--- config.mk ---
export PLATFORM = sky130hd
export DESIGN_NAME = aib_avalon
export DESIGN_NICKNAME = d
export VERILOG_FILES = /design/src/verilog/aib_cfg_pkg.sv /design/src/verilog/aib_avalon.sv /design/src/verilog/aib_avalon_io_regs.sv /design/src/verilog/aib_avalon_adapt_reg.sv /design/src/verilog/aib_avalon_bridge.sv
export SDC_FILE = /design/constraint.sdc
export NUM_CORES = 1
export LEC_CHECK = 0
export BUFFER_PORTS_ARGS = -buffer_cell sky130_fd_sc_hd__buf_4
export CAP_MARGIN = 10
export CORE_MARGIN = 2
export CORE_UTILIZATION = 49
export CTS_CLUSTER_DIAMETER = 200
export DETAILED_ROUTE_END_ITERATION = 8
export PLACE_DENSITY = 0.77
export SLEW_MARGIN = 5
export SYNTH_ARGS = -nofsm -noshare
export SYNTH_HDL_FRONTEND = slang
export SYNTH_HIERARCHICAL = 1
export SYNTH_SLANG_ARGS = --single-unit
--- constraint.sdc ---
create_clock -name cfg_avmm_clk -period 2.8 [get_ports cfg_avmm_clk]
set_input_delay 0.14 -clock cfg_avmm_clk [delete_from_list [all_inputs] [get_ports cfg_avmm_clk]]
set_output_delay 0.14 -clock cfg_avmm_clk [all_outputs]
set_load 0.05 [all_outputs]
--- src/verilog/aib_cfg_pkg.sv ---
// ----------------------------------------
// AIB channel CSR widths, offsets and types
// Offsets are byte addresses and word aligned
// ----------------------------------------
package aib_cfg_pkg;

  typedef logic [31:0] csr_data_t;    // Register and bus data
  typedef logic [7:0]  csr_addr_t;    // Offset inside one block
  typedef logic [3:0]  byte_en_t;     // Byte enables
  typedef logic [5:0]  chan_id_t;     // Channel ID
  typedef logic [16:0] avmm_addr_t;   // Host address
  typedef logic [10:0] avmm_offset_t; // Offset inside the channel
  typedef logic [2:0]  clk_div_sel_t; // One-hot, bit n selects divide by 2**n

  typedef enum logic [1:0] {
    BR_IDLE,  // Waiting for an access
    BR_READ,  // Block read strobe active
    BR_RDVLD  // Read data valid to host
  } bridge_state_t;

  // Channel range bounds
  localparam avmm_offset_t AIB_BASE_BOT = 11'h200;
  localparam avmm_offset_t AIB_BASE_MID = 11'h300;
  localparam avmm_offset_t AIB_BASE_TOP = 11'h400;

  // Adapter block map
  localparam csr_addr_t ADAPT_RX0_OFS    = 8'h00;
  localparam csr_addr_t ADAPT_RX1_OFS    = 8'h04;
  localparam csr_addr_t ADAPT_TX0_OFS    = 8'h08;
  localparam csr_addr_t ADAPT_TX1_OFS    = 8'h0C;
  localparam csr_addr_t ADAPT_CLKDIV_OFS = 8'h10;

  // IO block map
  localparam csr_addr_t IO_REDUND_OFS = 8'h00; // Register n at +4*n
  localparam csr_addr_t IO_RCOMP_OFS  = 8'h10;

  localparam clk_div_sel_t CLKDIV_RESET = 3'b001; // Divide by 1

  // Byte lanes with enable set take the new data
  function automatic csr_data_t byte_mask_wr(csr_data_t cur, csr_data_t wdata,
                                             byte_en_t be);
    csr_data_t res;
    res = cur;
    for (int i = 0; i < 4; i++) begin
      if (be[i]) res[8*i +: 8] = wdata[8*i +: 8];
    end
    return res;
  endfunction

endpackage
--- src/verilog/aib_avalon.sv ---
// ----------------------------------------
// AIB channel configuration slave, top level
// Single clock domain, sync active low reset
// ----------------------------------------
`timescale 1ns/1ps

module aib_avalon #(
  parameter int NUM_REDUND = 4  // Redundancy registers, 1 to 4
) (
  input  logic                   cfg_avmm_clk,
  input  logic                   rst_n,
  input  aib_cfg_pkg::chan_id_t   cfg_avmm_addr_id,
  input  logic                   cfg_avmm_write,
  input  logic                   cfg_avmm_read,
  input  aib_cfg_pkg::avmm_addr_t cfg_avmm_addr,
  input  aib_cfg_pkg::csr_data_t  cfg_avmm_wdata,
  input  aib_cfg_pkg::byte_en_t   cfg_avmm_byte_en,
  output aib_cfg_pkg::csr_data_t  cfg_avmm_rdata,
  output logic                   cfg_avmm_rdatavld,
  output logic                   cfg_avmm_waitreq,
  output aib_cfg_pkg::csr_data_t  rx_adapt_0,
  output aib_cfg_pkg::csr_data_t  rx_adapt_1,
  output aib_cfg_pkg::csr_data_t  tx_adapt_0,
  output aib_cfg_pkg::csr_data_t  tx_adapt_1,
  output logic                   tx_clk_div_ld_ff,
  output logic                   tx_clk_div_1_ff,
  output logic                   tx_clk_div_2_ff,
  output logic                   tx_clk_div_4_ff,
  input  logic                   tx_clk_div_ld_ack,
  output logic                   rx_clk_div_ld_ff,
  output logic                   rx_clk_div_1_ff,
  output logic                   rx_clk_div_2_ff,
  output logic                   rx_clk_div_4_ff,
  input  logic                   rx_clk_div_ld_ack,
  output aib_cfg_pkg::csr_data_t  redund_0,
  output aib_cfg_pkg::csr_data_t  redund_1,
  output aib_cfg_pkg::csr_data_t  redund_2,
  output aib_cfg_pkg::csr_data_t  redund_3,
  input  logic [6:0]             rcomp_calcode_g1,
  input  logic [6:0]             rcomp_calcode_g2,
  input  logic                   rcomp_cal_done_g1_sync,
  input  logic                   rcomp_cal_done_g2_sync
);

  import aib_cfg_pkg::*;

  logic      adapt_write;  // Bridge to adapter block
  logic      adapt_read;
  logic      io_write;     // Bridge to IO block
  logic      io_read;
  csr_addr_t csr_addr;
  csr_data_t csr_wdata;
  byte_en_t  csr_byteen;
  csr_data_t adapt_rdata;
  csr_data_t io_rdata;

  aib_avalon_bridge i_bridge (
    .cfg_avmm_clk, .rst_n, .cfg_avmm_addr_id, .cfg_avmm_write, .cfg_avmm_read,
    .cfg_avmm_addr, .cfg_avmm_wdata, .cfg_avmm_byte_en, .cfg_avmm_rdata,
    .cfg_avmm_rdatavld, .cfg_avmm_waitreq, .adapt_write, .adapt_read,
    .io_write, .io_read, .csr_addr, .csr_wdata, .csr_byteen,
    .adapt_rdata, .io_rdata
  );

  aib_avalon_adapt_reg i_adapt_reg (
    .cfg_avmm_clk, .rst_n,
    .write      (adapt_write),
    .read       (adapt_read),
    .address    (csr_addr),
    .writedata  (csr_wdata),
    .byteenable (csr_byteen),
    .readdata   (adapt_rdata),
    .rx_adapt_0, .rx_adapt_1, .tx_adapt_0, .tx_adapt_1,
    .tx_clk_div_ld_ff, .tx_clk_div_1_ff, .tx_clk_div_2_ff, .tx_clk_div_4_ff,
    .tx_clk_div_ld_ack,
    .rx_clk_div_ld_ff, .rx_clk_div_1_ff, .rx_clk_div_2_ff, .rx_clk_div_4_ff,
    .rx_clk_div_ld_ack
  );

  aib_avalon_io_regs #(.NUM_REDUND(NUM_REDUND)) i_io_regs (
    .cfg_avmm_clk, .rst_n,
    .write      (io_write),
    .read       (io_read),
    .address    (csr_addr),
    .writedata  (csr_wdata),
    .byteenable (csr_byteen),
    .readdata   (io_rdata),
    .redund_0, .redund_1, .redund_2, .redund_3,
    .rcomp_calcode_g1, .rcomp_calcode_g2,
    .rcomp_cal_done_g1_sync, .rcomp_cal_done_g2_sync
  );

endmodule

--- src/verilog/aib_avalon_io_regs.sv ---
// ----------------------------------------
// IO redundancy CSRs and RCOMP status
// NUM_REDUND from 1 to 4, unused outputs tie to zero
// RCOMP inputs are assumed already synchronized
// ----------------------------------------
`timescale 1ns/1ps

module aib_avalon_io_regs #(
  parameter int NUM_REDUND = 4  // Implemented redundancy registers
) (
  input  logic                  cfg_avmm_clk,
  input  logic                  rst_n,
  input  logic                  write,
  input  logic                  read,
  input  aib_cfg_pkg::csr_addr_t address,
  input  aib_cfg_pkg::csr_data_t writedata,
  input  aib_cfg_pkg::byte_en_t  byteenable,
  output aib_cfg_pkg::csr_data_t readdata,
  output aib_cfg_pkg::csr_data_t redund_0,
  output aib_cfg_pkg::csr_data_t redund_1,
  output aib_cfg_pkg::csr_data_t redund_2,
  output aib_cfg_pkg::csr_data_t redund_3,
  input  logic [6:0]            rcomp_calcode_g1,
  input  logic [6:0]            rcomp_calcode_g2,
  input  logic                  rcomp_cal_done_g1_sync,
  input  logic                  rcomp_cal_done_g2_sync
);

  import aib_cfg_pkg::*;

  csr_data_t redund_w [4];  // Register or zero per slot
  csr_data_t rcomp_word;

  // ----------------------------------------
  // Redundancy registers
  // ----------------------------------------
  for (genvar k = 0; k < 4; k++) begin : g_redund
    if (k < NUM_REDUND) begin : g_reg
      csr_data_t redund_q;
      always_ff @(posedge cfg_avmm_clk) begin
        if (!rst_n) begin
          redund_q <= '0;
        end else if (write && (address == csr_addr_t'(IO_REDUND_OFS + 4 * k))) begin
          redund_q <= byte_mask_wr(redund_q, writedata, byteenable);
        end
      end
      assign redund_w[k] = redund_q;
    end else begin : g_none
      assign redund_w[k] = '0;   // Slot not built
    end
  end

  assign redund_0 = redund_w[0];
  assign redund_1 = redund_w[1];
  assign redund_2 = redund_w[2];
  assign redund_3 = redund_w[3];

  // Read only, writes to this offset fall through
  assign rcomp_word = {14'd0, rcomp_cal_done_g2_sync, rcomp_cal_done_g1_sync,
                       1'b0, rcomp_calcode_g2, 1'b0, rcomp_calcode_g1};

  // ----------------------------------------
  // Read mux
  // ----------------------------------------
  always_comb begin
    readdata = '0;
    if (read) begin
      if (address == IO_RCOMP_OFS) readdata = rcomp_word;
      for (int n = 0; n < 4; n++) begin
        if (address == csr_addr_t'(IO_REDUND_OFS + 4 * n)) readdata = redund_w[n];
      end
    end
  end

endmodule

--- src/verilog/aib_avalon_adapt_reg.sv ---
// ----------------------------------------
// Adapter control and clock divider CSRs
// Strobes are trusted, range check is upstream
// Divider selects are stored as written, not checked
// ----------------------------------------
`timescale 1ns/1ps

module aib_avalon_adapt_reg (
  input  logic                  cfg_avmm_clk,
  input  logic                  rst_n,
  input  logic                  write,
  input  logic                  read,
  input  aib_cfg_pkg::csr_addr_t address,
  input  aib_cfg_pkg::csr_data_t writedata,
  input  aib_cfg_pkg::byte_en_t  byteenable,
  output aib_cfg_pkg::csr_data_t readdata,
  output aib_cfg_pkg::csr_data_t rx_adapt_0,        // RX0 adapter register
  output aib_cfg_pkg::csr_data_t rx_adapt_1,        // RX1 adapter register
  output aib_cfg_pkg::csr_data_t tx_adapt_0,        // TX0 adapter register
  output aib_cfg_pkg::csr_data_t tx_adapt_1,        // TX1 adapter register
  output logic                  tx_clk_div_ld_ff,  // TX divider load request
  output logic                  tx_clk_div_1_ff,
  output logic                  tx_clk_div_2_ff,
  output logic                  tx_clk_div_4_ff,
  input  logic                  tx_clk_div_ld_ack,
  output logic                  rx_clk_div_ld_ff,  // RX divider load request
  output logic                  rx_clk_div_1_ff,
  output logic                  rx_clk_div_2_ff,
  output logic                  rx_clk_div_4_ff,
  input  logic                  rx_clk_div_ld_ack
);

  import aib_cfg_pkg::*;

  clk_div_sel_t tx_sel_q;
  clk_div_sel_t rx_sel_q;
  logic         div_wr;  // Byte 0 write to divider register

  assign div_wr = write & (address == ADAPT_CLKDIV_OFS) & byteenable[0];

  // ----------------------------------------
  // Adapter control registers
  // ----------------------------------------
  always_ff @(posedge cfg_avmm_clk) begin
    if (!rst_n) begin
      rx_adapt_0 <= '0;
      rx_adapt_1 <= '0;
      tx_adapt_0 <= '0;
      tx_adapt_1 <= '0;
    end else if (write) begin
      case (address)
        ADAPT_RX0_OFS: rx_adapt_0 <= byte_mask_wr(rx_adapt_0, writedata, byteenable);
        ADAPT_RX1_OFS: rx_adapt_1 <= byte_mask_wr(rx_adapt_1, writedata, byteenable);
        ADAPT_TX0_OFS: tx_adapt_0 <= byte_mask_wr(tx_adapt_0, writedata, byteenable);
        ADAPT_TX1_OFS: tx_adapt_1 <= byte_mask_wr(tx_adapt_1, writedata, byteenable);
        default: ;
      endcase
    end
  end

  // ----------------------------------------
  // Clock divider selects and load flags
  // ----------------------------------------
  always_ff @(posedge cfg_avmm_clk) begin
    if (!rst_n) begin
      tx_sel_q <= CLKDIV_RESET;
      rx_sel_q <= CLKDIV_RESET;
    end else if (div_wr) begin
      tx_sel_q <= writedata[2:0]; // TX select, bits 2..0
      rx_sel_q <= writedata[6:4]; // RX select, bits 6..4
    end
  end

  // New load request wins over a same-cycle ack
  always_ff @(posedge cfg_avmm_clk) begin
    if (!rst_n) begin
      tx_clk_div_ld_ff <= 1'b0;
      rx_clk_div_ld_ff <= 1'b0;
    end else begin
      if (div_wr && writedata[3])  tx_clk_div_ld_ff <= 1'b1;
      else if (tx_clk_div_ld_ack)  tx_clk_div_ld_ff <= 1'b0;
      if (div_wr && writedata[7])  rx_clk_div_ld_ff <= 1'b1;
      else if (rx_clk_div_ld_ack)  rx_clk_div_ld_ff <= 1'b0;
    end
  end

  assign tx_clk_div_1_ff = tx_sel_q[0];
  assign tx_clk_div_2_ff = tx_sel_q[1];
  assign tx_clk_div_4_ff = tx_sel_q[2];
  assign rx_clk_div_1_ff = rx_sel_q[0];
  assign rx_clk_div_2_ff = rx_sel_q[1];
  assign rx_clk_div_4_ff = rx_sel_q[2];

  // Zero unless read, unmapped offsets read zero
  always_comb begin
    readdata = '0;
    if (read) begin
      case (address)
        ADAPT_RX0_OFS:    readdata = rx_adapt_0;
        ADAPT_RX1_OFS:    readdata = rx_adapt_1;
        ADAPT_TX0_OFS:    readdata = tx_adapt_0;
        ADAPT_TX1_OFS:    readdata = tx_adapt_1;
        ADAPT_CLKDIV_OFS: readdata = {24'd0, rx_clk_div_ld_ff, rx_sel_q,
                                      tx_clk_div_ld_ff, tx_sel_q};
        default:          readdata = '0;
      endcase
    end
  end

endmodule

--- src/verilog/aib_avalon_bridge.sv ---
// ----------------------------------------
// Avalon-MM slave front end of one channel
// One read in flight, data two edges after sample
// Mismatched ID or offset outside 0x200-0x3FF is ignored
// ----------------------------------------
`timescale 1ns/1ps

module aib_avalon_bridge (
  input  logic                   cfg_avmm_clk,      // Access clock
  input  logic                   rst_n,             // Sync reset
  input  aib_cfg_pkg::chan_id_t   cfg_avmm_addr_id,  // This channel's ID
  input  logic                   cfg_avmm_write,
  input  logic                   cfg_avmm_read,
  input  aib_cfg_pkg::avmm_addr_t cfg_avmm_addr,
  input  aib_cfg_pkg::csr_data_t  cfg_avmm_wdata,
  input  aib_cfg_pkg::byte_en_t   cfg_avmm_byte_en,
  output aib_cfg_pkg::csr_data_t  cfg_avmm_rdata,
  output logic                   cfg_avmm_rdatavld,
  output logic                   cfg_avmm_waitreq,
  output logic                   adapt_write,       // Adapter block strobes
  output logic                   adapt_read,
  output logic                   io_write,          // IO block strobes
  output logic                   io_read,
  output aib_cfg_pkg::csr_addr_t  csr_addr,
  output aib_cfg_pkg::csr_data_t  csr_wdata,
  output aib_cfg_pkg::byte_en_t   csr_byteen,
  input  aib_cfg_pkg::csr_data_t  adapt_rdata,
  input  aib_cfg_pkg::csr_data_t  io_rdata
);

  import aib_cfg_pkg::*;

  bridge_state_t state;
  bridge_state_t next_state;
  avmm_offset_t  offset;
  logic          id_match;
  logic          adapt_hit;
  logic          io_hit;
  logic          rd_req;
  logic          wr_req;
  csr_addr_t     rd_addr_q;  // Latched read offset
  logic          rd_io_q;    // Latched read targets IO block
  csr_data_t     rdata_q;

  // ----------------------------------------
  // Channel and range decode
  // ----------------------------------------
  assign offset    = cfg_avmm_addr[10:0];
  assign id_match  = (cfg_avmm_addr[16:11] == cfg_avmm_addr_id);
  assign adapt_hit = id_match & (offset >= AIB_BASE_BOT) & (offset < AIB_BASE_MID);
  assign io_hit    = id_match & (offset >= AIB_BASE_MID) & (offset < AIB_BASE_TOP);

  // Accesses are only taken in idle
  assign rd_req = (state == BR_IDLE) & cfg_avmm_read & (adapt_hit | io_hit);
  assign wr_req = (state == BR_IDLE) & cfg_avmm_write & ~cfg_avmm_read &
                  (adapt_hit | io_hit);

  // ----------------------------------------
  // Read sequencing
  // ----------------------------------------
  always_comb begin
    next_state = state;
    case (state)
      BR_IDLE:  if (rd_req) next_state = BR_READ;
      BR_READ:  next_state = BR_RDVLD;
      BR_RDVLD: next_state = BR_IDLE;
      default:  next_state = BR_IDLE;
    endcase
  end

  always_ff @(posedge cfg_avmm_clk) begin
    if (!rst_n) begin
      state <= BR_IDLE;
    end else begin
      state <= next_state;
    end
  end

  // Host may drop controls once waitreq falls
  always_ff @(posedge cfg_avmm_clk) begin
    if (rd_req) begin
      rd_addr_q <= cfg_avmm_addr[7:0];
      rd_io_q   <= io_hit;
    end
  end

  // Blocks drive zero when not read, so OR merges
  always_ff @(posedge cfg_avmm_clk) begin
    if (state == BR_READ) rdata_q <= adapt_rdata | io_rdata;
  end

  // ----------------------------------------
  // Block strobes and host handshake
  // ----------------------------------------
  assign adapt_write = wr_req & adapt_hit;
  assign io_write    = wr_req & io_hit;
  assign adapt_read  = (state == BR_READ) & ~rd_io_q;
  assign io_read     = (state == BR_READ) & rd_io_q;
  assign csr_addr    = (state == BR_READ) ? rd_addr_q : cfg_avmm_addr[7:0];
  assign csr_wdata   = cfg_avmm_wdata;
  assign csr_byteen  = cfg_avmm_byte_en;

  assign cfg_avmm_waitreq  = rd_req | (state == BR_RDVLD); // Stall new read, hold busy
  assign cfg_avmm_rdatavld = (state == BR_RDVLD);          // Single cycle pulse
  assign cfg_avmm_rdata    = rdata_q;

endmodule

==> results of run 1 <==
[what timing repair did]
action	in CTS	in global routing
endpoints found under the setup margin	7	91
hold buffers	45	0
hold endpoints to repair	142	0
resized for setup	5	7
setup buffers	2	6
gates cloned	0	3
pin swaps	1	1
[cell type report]
type / instances / share of cell area
Tap cell: 442 / 0.0265
Inverter: 22 / 0.00401
Clock buffer: 55 / 0.0490
Multi-Input combinational cell: 1144 / 0.394
Sequential cell: 307 / 0.314
Clock inverter: 4 / 0.000778
Antenna cell: 2 / 0.000239
Timing Repair Buffer: 526 / 0.212
[worst max-delay path: cells and delay by family (launching register included)]
family / cells / cell delay, ps
compound gates: 1 / 340
flops: 1 / 360
buf+inv: 3 / 650
mux: 1 / 490
simple gates: 4 / 750
[layer usage]
metal | share of wire | up-vias
met5 | 0 | -
met4 | 0.025 | 0
met3 | 0.11 | 104
li1 | - | 7009
met1 | 0.42 | 7565
met2 | 0.45 | 1013
[power groups by stage]
stage          sequential (mW)  combinational [mW]  clock [mW]
3_3_place_gp              4.55               0.645           0
6_report                  4.45               0.744        4.28
4_1_cts                   4.45               0.714        4.30
5_1_grt                   4.45               0.772        4.46
3_5_place_dp              4.55               0.656           0
2_1_floorplan             4.55               0.413           0
[synthesized netlist by cell type (2+ instances only)]
library cell,count,area (um2)
nand4b_1,4,35.0
nand4_4,4,85.1
a221oi_1,2,17.5
buf_1,5,18.8
nor4bb_1,2,20.0
nand4_1,129,807
nand3_2,9,90.1
nand3b_1,3,22.5
a221oi_2,14,210
xnor2_2,3,48.8
dfxtp_1,266,5330
edfxtp_1,41,1230
a211oi_2,10,125
nor4_4,4,85.1
inv_1,22,82.6
nand3_1,101,505
or4b_1,2,20.0
nor3_1,3,15.0
o31ai_1,128,961
nor2b_1,2,12.5
buf_2,55,275
o22ai_1,16,100
a211oi_1,6,45.0
a21o_2,2,17.5
mux2_2,68,766
o2111ai_1,17,149
nor2_1,4,15.0
xnor2_1,3,26.3
nor4_1,5,31.3
mux2i_1,148,1480
and3b_1,24,210
buf_6,15,169
and2_1,11,68.8
a21oi_1,128,641
o21ai_0,4,20.0
buf_4,43,323
o211ai_1,12,90.1
a21o_1,14,105
nor3b_1,3,22.5
or2_2,32,200
nand2_1,175,657
a31oi_1,34,213
clkbuf_8,3,41.3
clkbuf_1,108,405
[registers in the layout, indices dropped and copies added (netlist names)]
register and cells:
i_io_regs/redund_3 32, i_bridge/state 2, i_adapt_reg/tx_clk_div_ld_ff 1, i_adapt_reg/rx_adapt_1 32, i_io_regs/redund_2 32, i_io_regs/redund_1 32
i_io_regs/redund_0 32, i_bridge/rd_addr_q 8, i_adapt_reg/rx_clk_div_ld_ff 1, i_adapt_reg/tx_adapt_0 32, i_bridge/rd_io_q 1, i_adapt_reg/tx_sel_q 3
i_adapt_reg/tx_adapt_1 32, i_adapt_reg/rx_sel_q 3, i_bridge/cfg_avmm_rdata 32, i_adapt_reg/rx_adapt_0 32
[how the worst max path moves through the flow]
stage | endpoint | start | cells past startpoint
after floorplan | i_bridge/cfg_avmm_rdata[15] | i_bridge/state[0] | 10
after global placement | i_bridge/cfg_avmm_rdata[4] | i_bridge/state[0] | 9
after detailed placement | i_bridge/cfg_avmm_rdata[4] | i_bridge/state[0] | 9
after CTS | i_io_regs/redund_1[18] | i_bridge/state[0] | 7
after global routing | i_adapt_reg/tx_clk_div_ld_ff | i_bridge/state[0] | 9
final | i_bridge/cfg_avmm_rdata[9] | i_bridge/state[0] | 9
[cell families (layout without fill, tap and decap cells)]
kind of cell,count (synthesis),after routing
mux,216,216
compound gates,389,389
xor+xnor,6,6
simple gates,532,533
buf+inv,252,607
other cells,0,2
flops,307,307
[through the flow]
stage	instances	setup WS [ps]
after CTS	2491	18.7
after global routing	2502	0.964
after global placement	2385	-14.4
after floorplan	1702	16.7
final	2502	73.7
after detailed placement	2385	-55.5
[layout by cell type, fill, tap and decap left out, types with 32 or more instances in the layout]
| master | synthesis | layout |
|---|---|---|
| buf_4 | 43 | 451 |
| dfxtp_1 | 266 | 265 |
| clkbuf_16 | 0 | 39 |
| mux2i_1 | 148 | 148 |
| nand4_1 | 129 | 129 |
| dlygate4sd3_1 | 0 | 45 |
| a21oi_1 | 128 | 128 |
| mux2_2 | 68 | 66 |
| edfxtp_1 | 41 | 41 |
| nand2_1 | 175 | 175 |
| o31ai_1 | 128 | 128 |
| nand3_1 | 101 | 101 |
| or2_2 | 32 | 32 |
==> metrics.md, run 1 <==
| Metric | Value |
|---|---|
| Status | `finished, final reports clean` |
| Cell variety after synth | `62` |
| Register area share after synthesis | `0.410` |
| Compound-Gate Fraction of Synth Area | `0.170` |
| Total Wirelength | `59.4 mm` |
| Syn_area_per_cell | `9.40 um2` |
| Int Pwr | `7.22 mW` |
| FF/Latch Area | `6560 um2` |
| Fillers | `2,610` |
| Final period util | `0.974` |
| Static leakage | `8.72 nW` |
| CTS Buf Count | `34` |
| Sw frac | `0.238` |
| Clock transition at path regs | `60 ps` |
| Power per cell area | `453 nW/um2` |
| Row Count | `66` |
| WHS | `13.3 ps` |
| Clock root cell | `clkbuf_16` |
| Clock skew | `12.9 ps` |
| DRC violations left | `0` |
| Worst path cell trace | `nor2b_4 -> mux2_2 -> buf_4 -> nor4bb_4 -> buf_12 -> nand3_1 -> a31oi_1 -> buf_4 -> or2_2` |
| Total power | `9.47 mW` |
| Die X | `185 um` |
| Hold Crit Depth | `4` |
| First-pass iteration count of the detailed router | `7` |
| Post-Synth Simple-Gate Area | `0.192` |
| Die height | `185 um` |
| Clock network power share | `0.451` |
| Crit path capture type | `flop` |
| Post-DP Area | `19,200 um2` |
| Design area | `20,900 um2` |
| Hold Path End | `i_bridge/state[0]` |
| Slew HR | `0.410` |
| I/O Pins | `379` |
| Max Clock Freq | `0.367 GHz` |
| Internal reg-to-reg setup slack | `70 ps` |
| Slew @ Worst Pin | `884 ps` |
| Max-cap violation count | `0` |
| Largest net degree at the start of global routing | `177` |
| Share of cells above drive strength 1 | `0.336` |
| Power share of the sequential group | `0.470` |
| Vias in the first global route | `14.4k` |
| Mux contribution to synthesized area | `0.140` |
| Initial antenna violation count | `2` |
| Nets | `2,116` |
| GRT Overall Usage | `0.325` |
| Gp weighted congestion | `0.970` |
| DPL Wire Length | `41.1 mm` |
| Crit-path slowest cell | `mux2_2` |
| Final setup viols | `0` |
| I/O Buffers | `378` |
| Setup TNS | `0 ps` |
| Detail Route Antenna Nets | `0` |
| Area Overhead vs Synth | `30.7%` |
| Die Area | `34,100 um2` |
| First-pass GRT wire length | `86.8 mm` |
| Via count | `15.7k` |
| RSZ-0062 raised after global routing | `no` |
| GRT Max-Usage Layer | `met2` |
| CP peak stage delay | `490 ps` |
| Post-Syn Nets | `1,783` |
| Tightest Hold Check Type | `in2reg` |
| Cells after Synth | `1,702` |
| Min Tclk post-route | `2730 ps` |
| Grt met3 use | `0.0707` |
| Xor and xnor area share after synthesis | `0.00469` |
| DRT iter0 DRCs | `1,972` |
| Power share of the combinational group | `0.079` |
| Yosys warns | `6` |
| Total core area | `32,400 um2` |
| Asr flop ratio synth | `0` |
| Clock Tree Buf Depth | `3` |
| Top cell by count, worst path | `buf_4` |
| Clock Latency Late Sink | `520 ps` |
| Post-DR vias/cell | `6.27` |
| CP Class | `reg2reg` |
| Fin. Hold Viols | `0` |
| Avg WL per Cell | `23.7 um` |
| Combinational family with the most area after synthesis | `simple AND/OR/NAND/NOR gates` |
| CTS tree | `yes` |
| Total grt overflow | `0` |
| Crit path max fanout | `34` |
| Top_reg_cell synth | `dfxtp_1` |
| Post-synth EDFFs | `41` |
| Max-slew violation count | `0` |
| Reg2reg end | `i_bridge/cfg_avmm_rdata[9]` |
| Seq cells post-synth | `307` |
| HP Start | `cfg_avmm_addr[12]` |
| Synth Cell Area | `16,000 um2` |
| Multi-input gate area | `8230 um2` |
| Sink Count | `307` |
| Final Util | `0.646` |
| Maximum VDD drop | `0.323 mV` |
| Adder-Cell Fraction of Synth Area | `0` |
| Startpoint types | `flop` |
| Met1 usage | `0.464` |
| H-tree depth | `2` |
| NetSw | `2.25 mW` |
| Worst Path Arrival | `3110 ps` |
| Critical Path RT | `3190 ps` |
| Worst R2R Path Depth | `9` |
| M2 GR Usage | `0.497` |
| Initial Util | `0.494` |
| Worst R2R Start | `i_bridge/state[0]` |
Power figures use the tool's default switching activity.
==> run 2, diff against run 1 <==
--- a/config.mk
+++ b/config.mk
@@ -5,6 +5,7 @@
 export SDC_FILE = /design/constraint.sdc
 export NUM_CORES = 1
 export LEC_CHECK = 0
+export ABC_AREA = 1
 export BUFFER_PORTS_ARGS = -buffer_cell sky130_fd_sc_hd__buf_4
 export CAP_MARGIN = 10
 export CORE_MARGIN = 2
@@ -17,3 +18,4 @@
 export SYNTH_HDL_FRONTEND = slang
 export SYNTH_HIERARCHICAL = 1
 export SYNTH_SLANG_ARGS = --single-unit
+export TNS_END_PERCENT = 1
==> run 2 against run 1 <==
Sequential cell count unchanged; via count increased by 0.92%; utilization fell by 0.72 points; critical path depth grew 3; first-iteration DRC count down 16%; global-route usage rose by 0.26 points; wire length fell by 7.0%; largest power group is now the clock network.
==> metrics.md, run 2 <==
| Metric | Value |
|---|---|
| Top_reg_cell synth | `dfxtp_1` |
| DPL Wire Length | `40.2 mm (-2.1%)` |
| Register area share after synthesis | `0.435 (+0.0252)` |
| Gp weighted congestion | `0.967 (-0.38%)` |
| Largest net degree at the start of global routing | `88 (-50%)` |
| CP Class | `reg2reg` |
| Crit path launch | `i_bridge/state[1]` |
| Vias in the first global route | `14.1k (-2.3%)` |
| Most area-consuming cells after synthesis | `dfxtp_1, nand2_1, nor2_1` |
| Area Overhead vs Synth | `28.9%` |
| Total power | `9.63 mW (+1.6%)` |
| H-tree depth | `2 (unchanged)` |
| GRT Overall Usage | `0.328 (+0.00263)` |
| Syn_area_per_cell | `6.88 um2 (-27%)` |
| Multi-input gate area | `7000 um2 (-15%)` |
| Yosys top cell area share | `0.353 (+0.0205)` |
| Met1 usage | `0.480 (+0.0156)` |
| Post-Syn Nets | `2,271 (+27%)` |
| Asr flop ratio synth | `0 (unchanged)` |
| Max Clock Freq | `0.379 GHz (+3.4%)` |
| CTS Buf Count | `36 (+5.9%)` |
| Static leakage | `9.49 nW (+8.7%)` |
| Avg WL per Cell | `18.7 um (-21%)` |
| Status | `finished, final reports clean` |
| FF/Latch Area | `6560 um2 (about the same)` |
| Max-cap violation count | `0 (unchanged)` |
| Nets | `2,611 (+23%)` |
| Grt met3 use | `0.0612 (-0.00956)` |
| Synth Cell Area | `15,100 um2 (-5.8%)` |
| Internal reg-to-reg setup slack | `160 ps (+90 ps)` |
| Initial Util | `0.495 (+0.00106)` |
| I/O Buffers | `378 (unchanged)` |
| Post-DR vias/cell | `5.37 (-14%)` |
| Seq cells post-synth | `307 (unchanged)` |
| Maximum VDD drop | `0.315 mV (-2.4%)` |
| Startpoint types | `flop` |
| Worst R2R Path Depth | `12 (+3)` |
| Max-slew violation count | `0 (unchanged)` |
| Slew @ Worst Pin | `695 ps (-189 ps)` |
| Cell variety after synth | `33 (-47%)` |
| Clock Tree Buf Depth | `3 (unchanged)` |
| Commonest non-fill, non-tap cell in the layout | `nand2_1` |
| Clock transition at path regs | `60 ps (about the same)` |
| Commonest cells in the netlist | `nand2_1, nor2_1, dfxtp_1, inv_1, o21ai_0` |
| Via count | `15.8k (+0.92%)` |
| CTS tree | `yes` |
| Fillers | `2,714 (+4.0%)` |
| Post-synth top area cell | `dfxtp_1` |
| RSZ-0062 raised after global routing | `yes` |
| First-pass GRT wire length | `81.1 mm (-6.5%)` |
| I/O Pins | `379 (unchanged)` |
| Total grt overflow | `0 (unchanged)` |
| CP endpoint | `i_bridge/cfg_avmm_rdata[0]` |
| Cells after Synth | `2,190 (+29%)` |
| Worst Path Arrival | `2900 ps (-210 ps)` |
| Yosys warns | `6 (unchanged)` |
| Clock skew | `11.7 ps (-1.20 ps)` |
| Clock root cell | `clkbuf_16` |
| Clock Latency Late Sink | `510 ps (about the same)` |
| Final period util | `0.942 (-0.0318)` |
| M2 GR Usage | `0.477 (-0.0204)` |
| DRT iter0 DRCs | `1,657 (-16%)` |
| Die X | `179 um (-2.9%)` |
| Critical Path RT | `3060 ps (-130 ps)` |
| Post-synth EDFFs | `41 (unchanged)` |
| Initial antenna violation count | `1 (-1)` |
| Fin. Hold Viols | `0 (unchanged)` |
| Die height | `179 um (-2.9%)` |
| Tightest Hold Check Type | `in2reg` |
| First-pass iteration count of the detailed router | `5 (-2)` |
| GRT Max-Usage Layer | `met1` |
| Total core area | `30,400 um2 (-6.0%)` |
| Final setup viols | `0 (unchanged)` |
| Worst R2R Start | `i_bridge/state[1]` |
| Die Area | `32,200 um2 (-5.7%)` |
| Post-CTS setup buffers | `0 (-2)` |
| Crit path max fanout | `11 (-68%)` |
| Slew HR | `0.537 (+0.127)` |
| Power per cell area | `495 nW/um2 (+9.3%)` |
| Reg2reg end | `i_bridge/cfg_avmm_rdata[0]` |
| Min Tclk post-route | `2640 ps (-88.9 ps)` |
| Row Count | `64 (-3.0%)` |
| Layout Cells excl Fill | `2,951 (+18%)` |
| Sink Count | `307 (unchanged)` |
| Inst Count DP | `2,846 (+19%)` |
| Total Wirelength | `55.2 mm (-7.0%)` |
| Most frequent cells in the layout | `nand2_1, nor2_1, buf_4` |
| DRC violations left | `0 (unchanged)` |
| Detail Route Antenna Nets | `0 (unchanged)` |
| Most numerous cell in the Yosys netlist | `nand2_1` |
| Setup TNS | `0 ps (unchanged)` |
| Share of cells above drive strength 1 | `0.220 (-0.116)` |
| Crit path capture type | `flop` |
[run 2: logic make-up (layout without fill, tap and decap cells)]
group,Yosys count,in the layout,share of synthesized area
and+or+nand+nor,1281,1281,0.364
DFF,307,307,0.435
buffers and inverters,324,688,0.102
AOI/OAI and AO/OA,278,278,0.0980
other,0,1,0
[run 2: timing repair]
| item | in CTS | in global routing |
|---|---|---|
| endpoints found under the hold margin | 187 | 0 |
| setup endpoints to repair | 0 | 41 |
| resized for setup | 0 | 9 |
| hold buffers | 42 | 0 |
[run 2: worst min-delay path by stage]
stage	startpoint	to	slack [ps]	cells after the start
after floorplan	cfg_avmm_addr[0]	i_bridge/rd_addr_q[0]	240	0
after CTS	cfg_avmm_byte_en[0]	i_io_regs/redund_0[5]	20	3
final	cfg_avmm_byte_en[3]	i_io_regs/redund_0[26]	30	3
after detailed placement	cfg_avmm_addr[2]	i_bridge/rd_addr_q[2]	340	1
after global routing	cfg_avmm_byte_en[0]	i_io_regs/redund_0[4]	30	3
after global placement	cfg_avmm_addr[4]	i_bridge/rd_addr_q[4]	340	1
[run 2: critical path, cell delays in order (launching register included)]
cell      delay (ps)
dfxtp_1          380
nor2_4           100
inv_2            170
nand2_1           90
nand2_2          190
nor2_1            70
nand2_1          170
clkinv_1         350
nand3_1          170
nand2_1           70
nor2_1           190
a21oi_1          140
or2_2            290
[run 2: through the flow]
stage / hold slack [ps] / worst slack, ps / cell area, um2 / util
5_1_grt: 29.7 / -23.0 / 19400 / 0.638
6_report: 34.4 / 163 / 19400 / 0.638
2_1_floorplan: 239 / -21.8 / 15100 / -
3_5_place_dp: 336 / 78.4 / 17800 / 0.585
4_1_cts: 23.3 / 61.1 / 19400 / 0.638
3_3_place_gp: 336 / 107 / 17800 / 0.585
[run 2: area by class of cell]
| class | count | area share |
|---|---|---|
| Clock inverter | 15 | 0.00824 |
| Sequential cell | 307 | 0.337 |
| Timing Repair Buffer | 443 | 0.181 |
| Tap cell | 396 | 0.0255 |
| Multi-Input combinational cell | 1559 | 0.360 |
| Clock buffer | 47 | 0.0522 |
| Antenna cell | 1 | 0.000129 |
| Inverter | 183 | 0.0356 |
[run 2: layer usage]
metal,wire (um),vias up
met4,2430,0
met3,5820,138
met2,23100,919
li1,-,7519
met5,0,-
met1,23900,7259
[run 2: power by group]
group	internal (mW)	switching, mW	total, mW
Clock	2.83	1.87	4.69
Sequential	4.45	0.000213	4.45
Combinational	0.170	0.313	0.483
==> run 3, diff against run 2 <==
--- a/config.mk
+++ b/config.mk
@@ -5,12 +5,13 @@
 export SDC_FILE = /design/constraint.sdc
 export NUM_CORES = 1
 export LEC_CHECK = 0
-export ABC_AREA = 1
 export BUFFER_PORTS_ARGS = -buffer_cell sky130_fd_sc_hd__buf_4
 export CAP_MARGIN = 10
+export CORE_ASPECT_RATIO = 1.1
 export CORE_MARGIN = 2
 export CORE_UTILIZATION = 49
 export CTS_CLUSTER_DIAMETER = 200
+export CTS_CLUSTER_SIZE = 25
 export DETAILED_ROUTE_END_ITERATION = 8
 export PLACE_DENSITY = 0.77
 export SLEW_MARGIN = 5
==> run 3 against run 2 <==
Critical path depth is 2 lower; final cell count decreased by 17%; hold slack lost 5.9 ps; highest routed layer unchanged; die area is 6.0% higher.
==> metrics.md, run 3 (same netlist as run 1, synthesis figures left out) <==
| Metric | Value |
|---|---|
| Status | `finished, final reports clean` |
| CP Class | `reg2reg` |
| Post-DR vias/cell | `6.41 (+20%)` |
| Total grt overflow | `0 (unchanged)` |
| Area Overhead vs Synth | `25.9%` |
| GRT Max-Usage Layer | `met2` |
| Detail Route Antenna Nets | `0 (unchanged)` |
| Max-cap violation count | `0 (unchanged)` |
| Nets | `2,082 (-20%)` |
| Avg WL per Cell | `23.8 um (+27%)` |
| RSZ-0062 raised after global routing | `yes` |
| Critical Path RT | `3200 ps (+140 ps)` |
| Startpoint types | `flop` |
| DPL Wire Length | `40.1 mm (-0.38%)` |
| Slew HR | `0.438 (-0.0988)` |
| I/O Buffers | `378 (unchanged)` |
| GRT Overall Usage | `0.320 (-0.00770)` |
| Maximum VDD drop | `0.359 mV (+14%)` |
| Static leakage | `8.35 nW (-12%)` |
| H-tree depth | `1 (-1)` |
| M2 GR Usage | `0.493 (+0.0164)` |
| Final period util | `0.975 (+0.0327)` |
| Largest net degree at the start of global routing | `177 (+100%)` |
| Power per cell area | `390 nW/um2 (-21%)` |
| Clock root cell | `clkbuf_16` |
| I/O Pins | `379 (unchanged)` |
| Tightest Hold Check Type | `in2reg` |
| Total core area | `32,200 um2 (+5.8%)` |
| Fillers | `2,647 (-2.5%)` |
| Clock transition at path regs | `100 ps (+40 ps)` |
| First-pass iteration count of the detailed router | `6 (+1)` |
| Initial Util | `0.497 (+0.00153)` |
| Min Tclk post-route | `2730 ps (+91.5 ps)` |
| Gp weighted congestion | `0.963 (-0.36%)` |
| Inst Count DP | `2,357 (-17%)` |
| Clock Tree Buf Depth | `3 (unchanged)` |
| Share of cells above drive strength 1 | `0.329 (+0.109)` |
| Die Area | `34,100 um2 (+6.0%)` |
| Final setup viols | `0 (unchanged)` |
| Initial antenna violation count | `2 (+1)` |
| Die X | `176 um (-1.7%)` |
| CTS tree | `yes` |
| Grt met3 use | `0.0432 (-0.0179)` |
| Most frequent cells in the layout | `buf_4, dfxtp_1, nand2_1` |
| Crit path max fanout | `14 (+3)` |
| Vias in the first global route | `14.3k (+1.8%)` |
| Max-slew violation count | `0 (unchanged)` |
| Clock skew | `19.4 ps (+7.70 ps)` |
| Total Wirelength | `58.1 mm (+5.1%)` |
| First-pass GRT wire length | `87.0 mm (+7.3%)` |
| Crit path capture type | `flop` |
| Fin. Hold Viols | `0 (unchanged)` |
| Layout Cells excl Fill | `2,436 (-17%)` |
| DRT iter0 DRCs | `2,324 (+40%)` |
| Row Count | `69 (+7.8%)` |
| DRC violations left | `0 (unchanged)` |
| Slew @ Worst Pin | `843 ps (+148 ps)` |
| Commonest non-fill, non-tap cell in the layout | `buf_4` |
| Via count | `15.6k (-1.4%)` |
| Clock Latency Late Sink | `510 ps (about the same)` |
| Met1 usage | `0.465 (-0.0141)` |
| Max Clock Freq | `0.366 GHz (-3.4%)` |
| CTS Buf Count | `16 (-56%)` |
| Worst Path Arrival | `3130 ps (+230 ps)` |
| Die height | `193 um (+7.9%)` |
| Setup TNS | `0 ps (unchanged)` |
| Sink Count | `307 (unchanged)` |
run 3: changes by cell type in the layout (fill, tap and decap cells not counted), moves of 97 or more:
| cell | delta |
|---|---|
| nor2_1 | -453 |
| inv_1 | -152 |
| nand4_1 | +97 |
| o21ai_0 | -137 |
| o31ai_1 | +124 |
| nand2_1 | -410 |
| mux2i_1 | +148 |
run 3: report_power, final:
group | total [mW] | internal (mW) | switching, mW
Clock | 2.68 | 1.16 | 1.52
Sequential | 4.45 | 4.45 | 0.000618
Combinational | 0.716 | 0.262 | 0.454
run 3: routing by layer:
metal | vias up | part of all wire
met1 | 7550 | 0.42
met2 | 1006 | 0.44
met5 | - | 0
met3 | 126 | 0.10
li1 | 6939 | -
met4 | 0 | 0.036
run 3: final timing paths:
kind	from	endpoint	slack, ps	cells after the start
max	i_bridge/state[0]	i_bridge/cfg_avmm_rdata[22]	70	10
min	cfg_avmm_addr[8]	i_bridge/rd_io_q	30	3
max reg2reg	i_bridge/state[0]	i_bridge/cfg_avmm_rdata[22]	70	10
min reg2reg	i_io_regs/redund_2[22]	i_io_regs/redund_2[22]	480	2
run 3: worst max-delay path, cell delays in order, from the launching register on:
cell and delay [ps]:
dfxtp_2 380, nor2b_4 170, buf_4 110, mux2_2 420, nor4_4 390, buf_12 210, buf_4 210, buf_6 180
nand3_1 100, a31oi_2 270, or2_2 160
run 3: cell type report:
| type | count | area (um2) | area share |
|---|---|---|---|
| antenna | 1 | 2.50 | 0.000124 |
| clock buffer | 25 | 455 | 0.0226 |
| clock inverter | 1 | 20.0 | 0.000994 |
| inverter | 22 | 83.8 | 0.00416 |
| multi-input combinational | 1144 | 8270 | 0.411 |
| sequential | 307 | 6560 | 0.326 |
| tap | 426 | 533 | 0.0265 |
| timing repair buffer | 510 | 4210 | 0.209 |
run 3: timing repair:
item                                   CTS  global route
hold buffers                            44             0
gates resized for setup                  7            18
endpoints found under the hold margin  144             0
setup buffers                            4             2
pin swaps                                1             2
setup endpoints to repair               15            90
cloned                                   1             1
run 3: metrics by stage:
step | hold slack (ps) | instance area (um2) | total power [mW] | util | worst slack, ps
global placement | 329 | 19000 | 5.17 | 0.591 | -259
CTS | 17.6 | 20000 | 7.83 | 0.622 | -6.22
detailed placement | 330 | 19000 | 5.18 | 0.591 | -212
global route | 35.2 | 20100 | 8.03 | 0.625 | -29.5
finish | 28.5 | 20100 | 7.84 | 0.625 | 71.2
floorplan | 239 | 16000 | 4.96 | - | 16.7
